===== src/hdl/led_matrix_pkg.sv =====
/*
 * Shared geometry, brightness and timing constants for the LED matrix scan
 * design, plus the pixel, host write and panel pin structs.
 */
package led_matrix_pkg;

    // panel geometry, one half of the panel is PIXEL_HALFHEIGHT rows
    localparam int unsigned PIXEL_WIDTH      = 8;
    localparam int unsigned PIXEL_HALFHEIGHT = 4;

    // bits per colour channel, also the number of bit-planes
    localparam int unsigned BRIGHTNESS_LEVELS       = 4;
    // enable cycles of the lsb plane, doubled per plane
    localparam int unsigned BRIGHTNESS_BASE_TIMEOUT = 4;
    // the shift phase fits exactly in the last BRIGHTNESS_OVERLAP enable cycles
    localparam int unsigned BRIGHTNESS_OVERLAP      = 2 * PIXEL_WIDTH;

    localparam int unsigned COLUMN_BITS = $clog2(PIXEL_WIDTH);
    localparam int unsigned ROW_BITS    = $clog2(PIXEL_HALFHEIGHT);
    // one half of the frame, indexed {row, column}
    localparam int unsigned BANK_BITS   = ROW_BITS + COLUMN_BITS;
    // host address {half, row, column}, half set for the lower half
    localparam int unsigned ADDR_BITS   = BANK_BITS + 1;

    // shift phase length and its counter width
    localparam int unsigned SHIFT_CYCLES = 2 * PIXEL_WIDTH;
    localparam int unsigned SHIFT_BITS   = $clog2(SHIFT_CYCLES + 1);

    // longest enable window, msb plane
    localparam int unsigned MAX_ENABLE  = BRIGHTNESS_BASE_TIMEOUT << (BRIGHTNESS_LEVELS - 1);
    localparam int unsigned ENABLE_BITS = $clog2(MAX_ENABLE + 1);

    localparam logic [BRIGHTNESS_LEVELS-1:0] MSB_PLANE = 1 << (BRIGHTNESS_LEVELS - 1);

    typedef struct packed {
        logic [BRIGHTNESS_LEVELS-1:0] red;
        logic [BRIGHTNESS_LEVELS-1:0] green;
        logic [BRIGHTNESS_LEVELS-1:0] blue;
    } pixel_t;

    typedef struct packed {
        logic [ADDR_BITS-1:0] address;
        pixel_t               pixel;
    } pixel_write_t;

    // rgb bits are ordered {red, green, blue}
    typedef struct packed {
        logic [2:0]             rgb_upper;
        logic [2:0]             rgb_lower;
        logic [ROW_BITS-1:0]    row_address;
        logic [COLUMN_BITS-1:0] column_address;
        logic                   pixel_clk;
        logic                   row_latch;
        logic                   output_enable;
    } panel_out_t;

endpackage


===== src/hdl/scan_timer.sv =====
/*
 * Loadable down-counter with a running flag. Start loads the count, and
 * running stays high for exactly load_value cycles afterwards.
 */
`timescale 1ns/1ps

module scan_timer #(
    parameter int unsigned COUNTER_WIDTH = 8
) (
    input  logic                     clk_in,
    input  logic                     reset,
    input  logic                     start,
    input  logic [COUNTER_WIDTH-1:0] load_value,
    output logic [COUNTER_WIDTH-1:0] count,
    output logic                     running
);

    // start wins over counting, so a restart mid-run reloads
    always_ff @(posedge clk_in) begin
        if (reset) begin
            count <= '0;
        end else if (start) begin
            count <= load_value;
        end else if (running) begin
            count <= count - COUNTER_WIDTH'(1);
        end
    end

    // idle once the count has run out
    assign running = (count != '0);

endmodule


===== src/hdl/brightness_timer.sv =====
/*
 * Output-enable window for one bit-plane. Loaded by row_latch with a length
 * weighted by the plane, it also flags when the next shift phase may start.
 */
`timescale 1ns/1ps

module brightness_timer (
    input  logic                                         clk_in,
    input  logic                                         reset,
    input  logic                                         row_latch,
    input  logic [led_matrix_pkg::BRIGHTNESS_LEVELS-1:0] plane_mask,
    output logic                                         output_enable,
    output logic                                         overlap_reached
);
    import led_matrix_pkg::*;

    logic [ENABLE_BITS-1:0] enable_count;
    logic [ENABLE_BITS-1:0] window_length;

    // base timeout shifted by the index of the one-hot mask
    always_comb begin
        window_length = '0;
        for (int i = 0; i < BRIGHTNESS_LEVELS; i++) begin
            if (plane_mask[i]) begin
                window_length = ENABLE_BITS'(BRIGHTNESS_BASE_TIMEOUT << i);
            end
        end
    end

    // count remaining enable cycles
    always_ff @(posedge clk_in) begin
        if (reset) begin
            enable_count <= '0;
        end else if (row_latch) begin
            enable_count <= window_length;
        end else if (output_enable) begin
            enable_count <= enable_count - ENABLE_BITS'(1);
        end
    end

    // leds on one cycle after the latch, for window_length cycles
    assign output_enable = (enable_count != '0);

    // short windows are past the overlap point from their first cycle
    assign overlap_reached = (enable_count <= ENABLE_BITS'(BRIGHTNESS_OVERLAP));

endmodule


===== src/hdl/matrix_scan.sv =====
/*
 * Scan sequencer. Runs the column shift phase, latches the row, steps the
 * bit-plane from msb to lsb and then moves to the next row.
 */
`timescale 1ns/1ps

module matrix_scan (
    input  logic                                         clk_in,
    input  logic                                         reset,
    output logic                                         read_strobe,
    output logic [led_matrix_pkg::COLUMN_BITS-1:0]       read_column,
    output logic [led_matrix_pkg::ROW_BITS-1:0]          read_row,
    output logic                                         row_latch,
    output logic                                         output_enable,
    output logic [led_matrix_pkg::ROW_BITS-1:0]          row_address,
    output logic [led_matrix_pkg::BRIGHTNESS_LEVELS-1:0] brightness_mask
);
    import led_matrix_pkg::*;

    logic [SHIFT_BITS-1:0] shift_count;
    logic                  shift_running;
    logic                  running_q;
    logic                  shift_done;
    logic                  shift_busy;
    logic                  shift_ready;
    logic                  start_shift;
    logic [1:0]            start_history;
    logic                  overlap_reached;

    // shift phase timer, 2 cycles per column
    scan_timer #(
        .COUNTER_WIDTH(SHIFT_BITS)
    ) shift_timer_i (
        .clk_in    (clk_in),
        .reset     (reset),
        .start     (start_shift),
        .load_value(SHIFT_BITS'(SHIFT_CYCLES)),
        .count     (shift_count),
        .running   (shift_running)
    );

    // strobe on even counts
    assign read_strobe = shift_running && !shift_count[0];
    // count 2c+2 strobes column c, count 2c+1 is its read data cycle
    // so the column holds through both and lines up with data_valid
    assign read_column = COLUMN_BITS'((shift_count - SHIFT_BITS'(1)) >> 1);

    // window idle or in its tail, and no phase in flight
    assign shift_ready = (!output_enable || overlap_reached) && !shift_busy;
    // rising edge of ready, one cycle late
    assign start_shift = (start_history == 2'b01);
    // running just fell, the last strobe was two cycles ago
    assign shift_done  = running_q && !shift_running;

    always_ff @(posedge clk_in) begin
        if (reset) begin
            start_history   <= 2'b00;
            running_q       <= 1'b0;
            row_latch       <= 1'b0;
            shift_busy      <= 1'b0;
            read_row        <= '0;
            row_address     <= '0;
            brightness_mask <= MSB_PLANE;
        end else begin
            start_history <= {start_history[0], shift_ready};
            running_q     <= shift_running;
            // latch lands with the last pixel clock
            row_latch     <= shift_done;

            // busy from start until the row has been latched
            if (start_shift) begin
                shift_busy <= 1'b1;
            end else if (row_latch) begin
                shift_busy <= 1'b0;
            end

            // hand the shifted row to the enable stage, then step
            if (row_latch) begin
                row_address <= read_row;
                if (brightness_mask[0]) begin
                    brightness_mask <= MSB_PLANE;
                    if (read_row == ROW_BITS'(PIXEL_HALFHEIGHT - 1)) begin
                        read_row <= '0;
                    end else begin
                        read_row <= read_row + ROW_BITS'(1);
                    end
                end else begin
                    brightness_mask <= brightness_mask >> 1;
                end
            end
        end
    end

    // window length follows the plane being latched
    brightness_timer brightness_timer_i (
        .clk_in         (clk_in),
        .reset          (reset),
        .row_latch      (row_latch),
        .plane_mask     (brightness_mask),
        .output_enable  (output_enable),
        .overlap_reached(overlap_reached)
    );

endmodule


===== src/hdl/frame_buffer.sv =====
/*
 * Pixel memory for the whole panel. The host writes one pixel per strobe;
 * the scan side reads the same row of both halves in one registered access.
 */
`timescale 1ns/1ps

module frame_buffer (
    input  logic                                   clk_in,
    input  logic                                   write_strobe,
    input  led_matrix_pkg::pixel_write_t           write_data,
    input  logic                                   read_strobe,
    input  logic [led_matrix_pkg::COLUMN_BITS-1:0] read_column,
    input  logic [led_matrix_pkg::ROW_BITS-1:0]    read_row,
    output led_matrix_pkg::pixel_t                 upper_pixel,
    output led_matrix_pkg::pixel_t                 lower_pixel,
    output logic                                   data_valid
);
    import led_matrix_pkg::*;

    // one bank per panel half, indexed {row, column}
    pixel_t upper_mem [2**BANK_BITS];
    pixel_t lower_mem [2**BANK_BITS];

    logic                 write_lower;
    logic [BANK_BITS-1:0] write_index;
    logic [BANK_BITS-1:0] read_index;

    // top address bit picks the half
    assign write_lower = write_data.address[ADDR_BITS-1];
    assign write_index = write_data.address[BANK_BITS-1:0];
    assign read_index  = {read_row, read_column};

    // host port, no back-pressure
    always_ff @(posedge clk_in) begin
        if (write_strobe && !write_lower) begin
            upper_mem[write_index] <= write_data.pixel;
        end
        if (write_strobe && write_lower) begin
            lower_mem[write_index] <= write_data.pixel;
        end
    end

    // scan port, data one cycle after the strobe
    always_ff @(posedge clk_in) begin
        data_valid <= read_strobe;
        if (read_strobe) begin
            upper_pixel <= upper_mem[read_index];
            lower_pixel <= lower_mem[read_index];
        end
    end

endmodule


===== src/hdl/pixel_shifter.sv =====
/*
 * Picks the current bit-plane out of each colour for both panel halves and
 * registers the data bits and column, with a pixel clock pulse a cycle later.
 */
`timescale 1ns/1ps

module pixel_shifter (
    input  logic                                         clk_in,
    input  logic                                         reset,
    input  led_matrix_pkg::pixel_t                       upper_pixel,
    input  led_matrix_pkg::pixel_t                       lower_pixel,
    input  logic                                         data_valid,
    input  logic [led_matrix_pkg::BRIGHTNESS_LEVELS-1:0] brightness_mask,
    input  logic [led_matrix_pkg::COLUMN_BITS-1:0]       read_column_delayed,
    output logic [2:0]                                   rgb_upper,
    output logic [2:0]                                   rgb_lower,
    output logic [led_matrix_pkg::COLUMN_BITS-1:0]       column_address,
    output logic                                         pixel_clk
);
    import led_matrix_pkg::*;

    logic load_q;

    // one-hot mask, so the or-reduce yields the selected bit
    function automatic logic [2:0] plane_bits(pixel_t pixel, logic [BRIGHTNESS_LEVELS-1:0] mask);
        plane_bits = {|(pixel.red & mask), |(pixel.green & mask), |(pixel.blue & mask)};
    endfunction

    // data bits and column
    always_ff @(posedge clk_in) begin
        if (data_valid) begin
            rgb_upper      <= plane_bits(upper_pixel, brightness_mask);
            rgb_lower      <= plane_bits(lower_pixel, brightness_mask);
            column_address <= read_column_delayed;
        end
    end

    // clock one cycle behind the data, so bits settle first
    always_ff @(posedge clk_in) begin
        if (reset) begin
            load_q    <= 1'b0;
            pixel_clk <= 1'b0;
        end else begin
            load_q    <= data_valid;
            pixel_clk <= load_q;
        end
    end

endmodule


===== src/hdl/led_matrix_top.sv =====
/*
 * Top level of the LED matrix scan subsystem. Host pixel writes go in,
 * HUB75-style panel pins come out as one packed struct.
 */
`timescale 1ns/1ps

module led_matrix_top (
    input  logic                         clk_in,
    input  logic                         reset,
    input  logic                         write_strobe,
    input  led_matrix_pkg::pixel_write_t write_data,
    output led_matrix_pkg::panel_out_t   panel
);
    import led_matrix_pkg::*;

    logic                         read_strobe;
    logic [COLUMN_BITS-1:0]       read_column;
    logic [ROW_BITS-1:0]          read_row;
    logic                         row_latch;
    logic                         output_enable;
    logic [ROW_BITS-1:0]          row_address;
    logic [BRIGHTNESS_LEVELS-1:0] brightness_mask;
    pixel_t                       upper_pixel;
    pixel_t                       lower_pixel;
    logic                         data_valid;
    logic [2:0]                   rgb_upper;
    logic [2:0]                   rgb_lower;
    logic [COLUMN_BITS-1:0]       column_address;
    logic                         pixel_clk;

    // producer of display positions
    matrix_scan matrix_scan_i (
        .clk_in         (clk_in),
        .reset          (reset),
        .read_strobe    (read_strobe),
        .read_column    (read_column),
        .read_row       (read_row),
        .row_latch      (row_latch),
        .output_enable  (output_enable),
        .row_address    (row_address),
        .brightness_mask(brightness_mask)
    );

    frame_buffer frame_buffer_i (
        .clk_in      (clk_in),
        .write_strobe(write_strobe),
        .write_data  (write_data),
        .read_strobe (read_strobe),
        .read_column (read_column),
        .read_row    (read_row),
        .upper_pixel (upper_pixel),
        .lower_pixel (lower_pixel),
        .data_valid  (data_valid)
    );

    // read_column still holds its column in the data_valid cycle
    pixel_shifter pixel_shifter_i (
        .clk_in             (clk_in),
        .reset              (reset),
        .upper_pixel        (upper_pixel),
        .lower_pixel        (lower_pixel),
        .data_valid         (data_valid),
        .brightness_mask    (brightness_mask),
        .read_column_delayed(read_column),
        .rgb_upper          (rgb_upper),
        .rgb_lower          (rgb_lower),
        .column_address     (column_address),
        .pixel_clk          (pixel_clk)
    );

    assign panel = '{
        rgb_upper:      rgb_upper,
        rgb_lower:      rgb_lower,
        row_address:    row_address,
        column_address: column_address,
        pixel_clk:      pixel_clk,
        row_latch:      row_latch,
        output_enable:  output_enable
    };

endmodule


===== config.mk =====
export PLATFORM = sky130hd
export DESIGN_NAME = led_matrix_top
export DESIGN_NICKNAME = d
export VERILOG_FILES = /design/src/hdl/led_matrix_pkg.sv /design/src/hdl/scan_timer.sv /design/src/hdl/brightness_timer.sv /design/src/hdl/matrix_scan.sv /design/src/hdl/frame_buffer.sv /design/src/hdl/pixel_shifter.sv /design/src/hdl/led_matrix_top.sv
export SDC_FILE = /design/constraint.sdc
export NUM_CORES = 1
export LEC_CHECK = 0
export BUFFER_PORTS_ARGS = -buffer_cell sky130_fd_sc_hd__buf_2
export CORE_MARGIN = 8
export CORE_UTILIZATION = 50
export CTS_CLUSTER_DIAMETER = 50
export DETAILED_ROUTE_END_ITERATION = 16
export GPL_ROUTABILITY_DRIVEN = 0
export PLACE_DENSITY = 0.68
export SKIP_CTS_REPAIR_TIMING = 1
export SYNTH_ARGS = -nofsm -noshare
export SYNTH_HDL_FRONTEND = slang
export SYNTH_SLANG_ARGS = --single-unit
export TNS_END_PERCENT = 30

===== constraint.sdc =====
create_clock -name clk_in -period 2.4 [get_ports clk_in]
set_clock_uncertainty 0.1 [all_clocks]
set_input_delay 0.12 -clock clk_in [delete_from_list [all_inputs] [get_ports clk_in]]
set_output_delay 0.12 -clock clk_in [all_outputs]
set_load 0.02 [all_outputs]

-- Word-level counts from Yosys, hierarchy flattened
Memory sizes are Yosys's and may differ from the RTL's. A register that Yosys moved wholly into a read port is not among the register bits.
Index checks and enable logic that the tools add are counted.
- memory bits (writable): 768
- flip-flop bits (word level): 36
- word-level logic and storage cells: 70
- input bits: 21
- memories kept: 2
- magnitude comparators: 1
- reductions and logical operators: 24
- bitwise operators: 6
- equality and inequality tests: 2
- add/sub/neg operators: 3
- muxes and demuxes: 16
- memory list (memory ; depth ; bits a word ; rd ports ; clocked after Yosys merged registers in ; wr ports ; line ; RTL):
    frame_buffer_i.lower_mem ; 32 ; 12 ; 1 ; 1 ; 1 ; frame_buffer.sv:22 ; pixel_t lower_mem [2**BANK_BITS];
    frame_buffer_i.upper_mem ; 32 ; 12 ; 1 ; 1 ; 1 ; frame_buffer.sv:21 ; pixel_t upper_mem [2**BANK_BITS];
- operators with widths (cell ; number):
    6-bit two-way mux ; 5
    4-bit AND ; 6
    4-bit OR reduction ; 6
    5-bit two-way mux ; 2
    6-bit by 5-bit less-or-equal comparator with 1-bit output, second input constant ; 1
    1-bit two-way mux ; 6
    2-bit nonzero test ; 3
    6-bit nonzero test ; 1
    6-bit by 1-bit subtractor with 6-bit output, second input constant ; 1
    1-bit logical AND ; 5
    1-bit zero test ; 5
    5-bit nonzero test ; 1
    5-bit by 1-bit subtractor with 5-bit output, second input constant ; 1
    4-bit two-way mux ; 1
    3-bit two-way mux ; 1
    2-bit by 1-bit adder with 2-bit output, second input constant ; 1
    2-bit by 1-bit == test with 1-bit output, second input constant ; 1
    2-bit == test, second input constant ; 1
    2-bit two-way mux ; 1
    2-bit AND reduction ; 1
    2-bit OR reduction ; 1
    1-bit logical OR ; 1

-- Longest topological paths before layout
- word-level depth: 5
- gate-level depth with buffers: 9
- gate-level depth less buffers: 7

-- Cells and area by module
A second synthesis with hierarchy kept.
- cells, all modules: 1921
- area, all modules: 32567.5 µm²
- by module, submodules not included (module ; cells each ; area each (µm²) ; times used ; sequential area each (µm²)):
    frame_buffer ; 1757 ; 30913.4 ; 1 ; 23802.8
    matrix_scan ; 55 ; 555.5 ; 1 ; 260.2
    pixel_shifter ; 31 ; 435.4 ; 1 ; 310.3
    brightness_timer ; 41 ; 356.6 ; 1 ; 120.1
    scan_timer ; 34 ; 284.0 ; 1 ; 100.1
    led_matrix_top ; 3 ; 22.5 ; 1 ; 0.0

-- Worst setup path after synthesis
No wires, ideal clock.
- path type: register -> register
- start: register matrix_scan_i.shift_timer_i.count[0]
- end: register frame_buffer_i.lower_pixel[10] (netlist name)
- period minus slack after synthesis: 2.544 ns
- path buffers: 3
- path slack: -0.144 ns
- arrival time: 2.178 ns
- library setup time: 0.266 ns
- cell stages (with the launch flop): 10
- cells stage by stage: dfxtp_1 -> inv_1 -> ha_1 -> buf_2 -> buf_6 -> buf_6 -> mux4_2 -> mux4_2 -> nand2_1 -> o21ai_1
- cells in the longest elaborated chain, start to end: 2
- RTL lines (item ; line ; RTL):
    from (decl) ; scan_timer.sv:14 ; output logic [COUNTER_WIDTH-1:0] count,
    from (signal assigned) ; scan_timer.sv:23 ; count <= load_value;
    from (signal assigned) ; scan_timer.sv:25 ; count <= count - COUNTER_WIDTH'(1);
    branches (longest 2 deep; another with 5-bit by 1-bit subtractor with 5-bit output) ; n/a ;
Parallel ways; which one is timed is not known.
A chain may end at the register's enable or synchronous reset.

-- Final worst setup path
- start: register matrix_scan_i.shift_timer_i.count[0]
- end: register frame_buffer_i.upper_pixel[9] (netlist name)
- cells in the longest elaborated chain, start to end: 2
- RTL lines (item):
    branches (longest 2 deep; another with 5-bit by 1-bit subtractor with 5-bit output)
Parallel ways; which one is timed is not known.

==> impl_metrics.yaml <==
run_status:
  outcome: "finished, violations left"
  violations: "negative setup slack"
cells_and_area:
  postLayoutCellArea_mm2: 0.0372
  fill_cells: 4437
  utilization_pct: 59.1
  layout.nets: 1665
  syn_to_final_growth_pct: 17.2
  drive_gt1_share_pct: 34.7
detailed_routing:
  ant_nets: 0
  vias: 15200
  drt_wl_total_um: 70100
  vias_per_cell: 5.93
  drtIter0Drc: 1518
  wl_per_cell_um: 27.5
  first_pass_iters: 5
  drc: 0
setup_path:
  path_class: "reg2reg"
  end_kind: "register"
  worstPathArrival_ns: 3.02
  start_kind: "register"
  worst_ep_required_time_ns: 2.66
  r2r.worst_path.cells: 8
  cp_max_fo: 15
floorplan:
  start_util_pct: 50.4
  die_x_um: 268
  dieArea_mm2: 0.0718
  core_mm2: 0.0630
  core.rowCount: 92
  io_pins: 35
  fp.dieH_um: 268
sta:
  fin_ws_ns: -0.361
  min_period_ns: 2.76
  report.final.slew_viol_count: 0
  relSlewSlack_pct: 18.3
  rsz0062_at_grt: "true"
  worst_pin_slew_ns: 1.23
  fin_crit_sh_pct: 115
  clock.fmax_mhz: 362
  setup_tns_ns: -7.11
  finalSetupViolCount: 24
  final_hold_viol_count: 0
cts:
  htreeDepth: 3
  cts_buffers: 84
  root_buffer: "clkbuf_16"
  path_clk_slew_ns: 0.06
  clkLatencyLatePin_ns: 0.63
  clock-sinks: 828
  cts_buffer_depth: 3
  cts_tree: "done"
power:
  internal_power_mw: 36.2
  power_leakage_nw: 12.0
  p_sw_mw: 15.4
  power.density_mw_per_mm2: 1390
  power.share.sequential_pct: 33.2
  power_frac_comb_pct: 42.7
  pwr-share-clk_pct: 24.1
  switching_share_pct: 29.8
  peakVddDrop_uv: 727
yosys:
  synth_edf_count: 801
  syn_inst: 1406
  yosysSeqAreaShare_pct: 77.5
  yosys.area_share.simple_pct: 2.21
  ys_ff_latch: 828
  syn-num-nets: 1431
  ys_dominant_reg_cell: "edfxtp_1"
  synth_xor_area_share_pct: 0.193
  synth_area_per_cell_um2: 22.6
  synth-adder-area-share_pct: 0.158
  synth_cell_types: 37
  synth_compound_area_share_pct: 0.977
  ys_warn_count: 0
  syn_area_mm2: 0.0317
  synth-async-reset-ratio_pct: 0
  synthMuxAreaShare_pct: 17.1
  synth_top_family_by_area: "multiplexers"
place:
  io_buffers: 34
  post_dp_cell_area_mm2: 0.0340
  detailed_place_hpwl_um: 42000
global_routing:
  grt_usage_pct: 19.7
  overflow: 0
  grt_max_degree: 65
  grt_pass1_vias: 15400
  grt_pass1_wl_um: 103000
  antenna_found_initial: 3
worst_hold_path:
  hp-class: "in2reg"
  hold_depth: 1
flow_run:
  max_cap_viol_count: 0
-- layout make-up --
cell class / count / area (um^2) / area share (%)
well taps: 846 / 1060 / 2.84
flip-flops and latches: 828 / 24600 / 66.1
repair buffers: 223 / 2190 / 5.89
inverters: 33 / 124 / 0.333
diodes: 2 / 5.00 / 0.0134
clock inverters: 48 / 382 / 1.03
clock buffers: 105 / 2240 / 6.03
multi-input cells: 470 / 6610 / 17.8
-- cells by family (layout without fill, tap and decap cells) --
kind of cell | count (synthesis) | after routing
buffers and inverters | 108 | 409
other | 0 | 2
adders and majority gates | 4 | 4
DFF | 828 | 828
and+or+nand+nor | 164 | 164
AOI/OAI and AO/OA | 52 | 52
xor gates and xnor gates | 7 | 7
muxes | 243 | 243
-- sequential cells by signal, indices dropped and copies added, names as in the netlist, 3 cells and up --
name	cells
pixel_shifter_i.column_address	3
matrix_scan_i.shift_timer_i.count	5
matrix_scan_i.brightness_timer_i.enable_count	6
pixel_shifter_i.rgb_lower	3
frame_buffer_i.upper_mem	384
pixel_shifter_i.rgb_upper	3
frame_buffer_i.lower_pixel	12
matrix_scan_i.brightness_mask	4
frame_buffer_i.lower_mem	384
frame_buffer_i.upper_pixel	12
-- path summary, 6_finish.rpt --
check	endpoint	slack, ns	start
worst max-delay path	frame_buffer_i.upper_pixel[9]$_DFFE_PP_	-0.36	matrix_scan_i.shift_timer_i.count[0]$_SDFFE_PP0P_
worst min-delay path	frame_buffer_i.upper_mem[31][1]$_DFFE_PP_	0.02	write_data[1]
worst max register to register	frame_buffer_i.upper_pixel[9]$_DFFE_PP_	-0.36	matrix_scan_i.shift_timer_i.count[0]$_SDFFE_PP0P_
worst min register to register	pixel_shifter_i.pixel_clk$_SDFF_PP0_	0.34	pixel_shifter_i.load_q$_SDFF_PP0_
-- placed cells by master (no fill, tap or decap), types with 5 or more instances in the layout --
cell type	count
clkbuf_16	92
mux4_2	240
dfxtp_1	23
clkinv_1	15
a21oi_1	9
inv_2	5
dlygate4sd3_1	9
edfxtp_1	801
a22oi_1	13
clkinv_2	15
clkinvlp_4	6
nor2_1	85
buf_12	36
o21ai_1	24
inv_1	28
nor2b_1	7
inv_6	5
clkbuf_1	18
buf_4	133
buf_2	34
nand3_1	6
nand2_1	43
-- routing by layer --
layer	global-route usage (%)	routed length [um]	vias to the layer above
met5	0	0	-
met4	7.08	2310	0
li1	-	-	6338
met1	26.8	28600	8061
met3	5.12	5630	127
met2	30.9	33600	636
-- power by group through the flow --
stage	combinational, mW	clock [mW]	sequential, mW
finish	22.0	12.5	17.1
CTS	20.6	12.7	17.1
global route	23.3	13.2	17.1
global placement	20.3	0	17.4
floorplan	14.2	0	17.3
detailed placement	20.5	0	17.4
-- worst max-delay path, cell delays in order (launching register included) --
cell and delay [ns]:
dfxtp_2 0.33, inv_2 0.06, ha_4 0.36, buf_4 0.16
buf_12 0.16, mux4_2 0.56, mux4_2 0.57, nand2_1 0.12
o21ai_1 0.07
-- metrics by stage --
step	power, mW	hold WS [ns]	std cells	setup slack (ns)
floorplan	31.5	0.110	1406	-0.0549
global placement	37.7	0.328	2351	-0.525
detailed placement	37.9	0.325	2351	-0.552
CTS	50.4	-0.233	2504	-0.560
global route	53.7	0.00502	2555	-0.404
finish	51.6	0.0211	2555	-0.361
-- Yosys cell counts (all sizes together), types with 2 or more instances --
| library cell | number | area [um^2] |
|---|---|---|
| a22oi | 13 | 97.6 |
| inv | 33 | 124 |
| a2111oi | 2 | 17.5 |
| xnor2 | 5 | 43.8 |
| nand2b | 2 | 12.5 |
| nor4b | 2 | 17.5 |
| xor2 | 2 | 17.5 |
| a21oi | 9 | 45.0 |
| edfxtp | 801 | 24100 |
| nand3 | 6 | 30.0 |
| nand2 | 45 | 169 |
| ha | 4 | 50.1 |
| dfxtp | 27 | 541 |
| or3b | 2 | 17.5 |
| nor2b | 7 | 43.8 |
| nor2 | 86 | 323 |
| nor3 | 4 | 20.0 |
| mux4 | 240 | 5410 |
| clkbuf | 24 | 90.1 |
| nand3b | 3 | 22.5 |
| mux2i | 2 | 20.0 |
| buf | 51 | 378 |
| and3 | 2 | 12.5 |
| o21ai | 24 | 120 |
(Power assumes the default switching activity.)
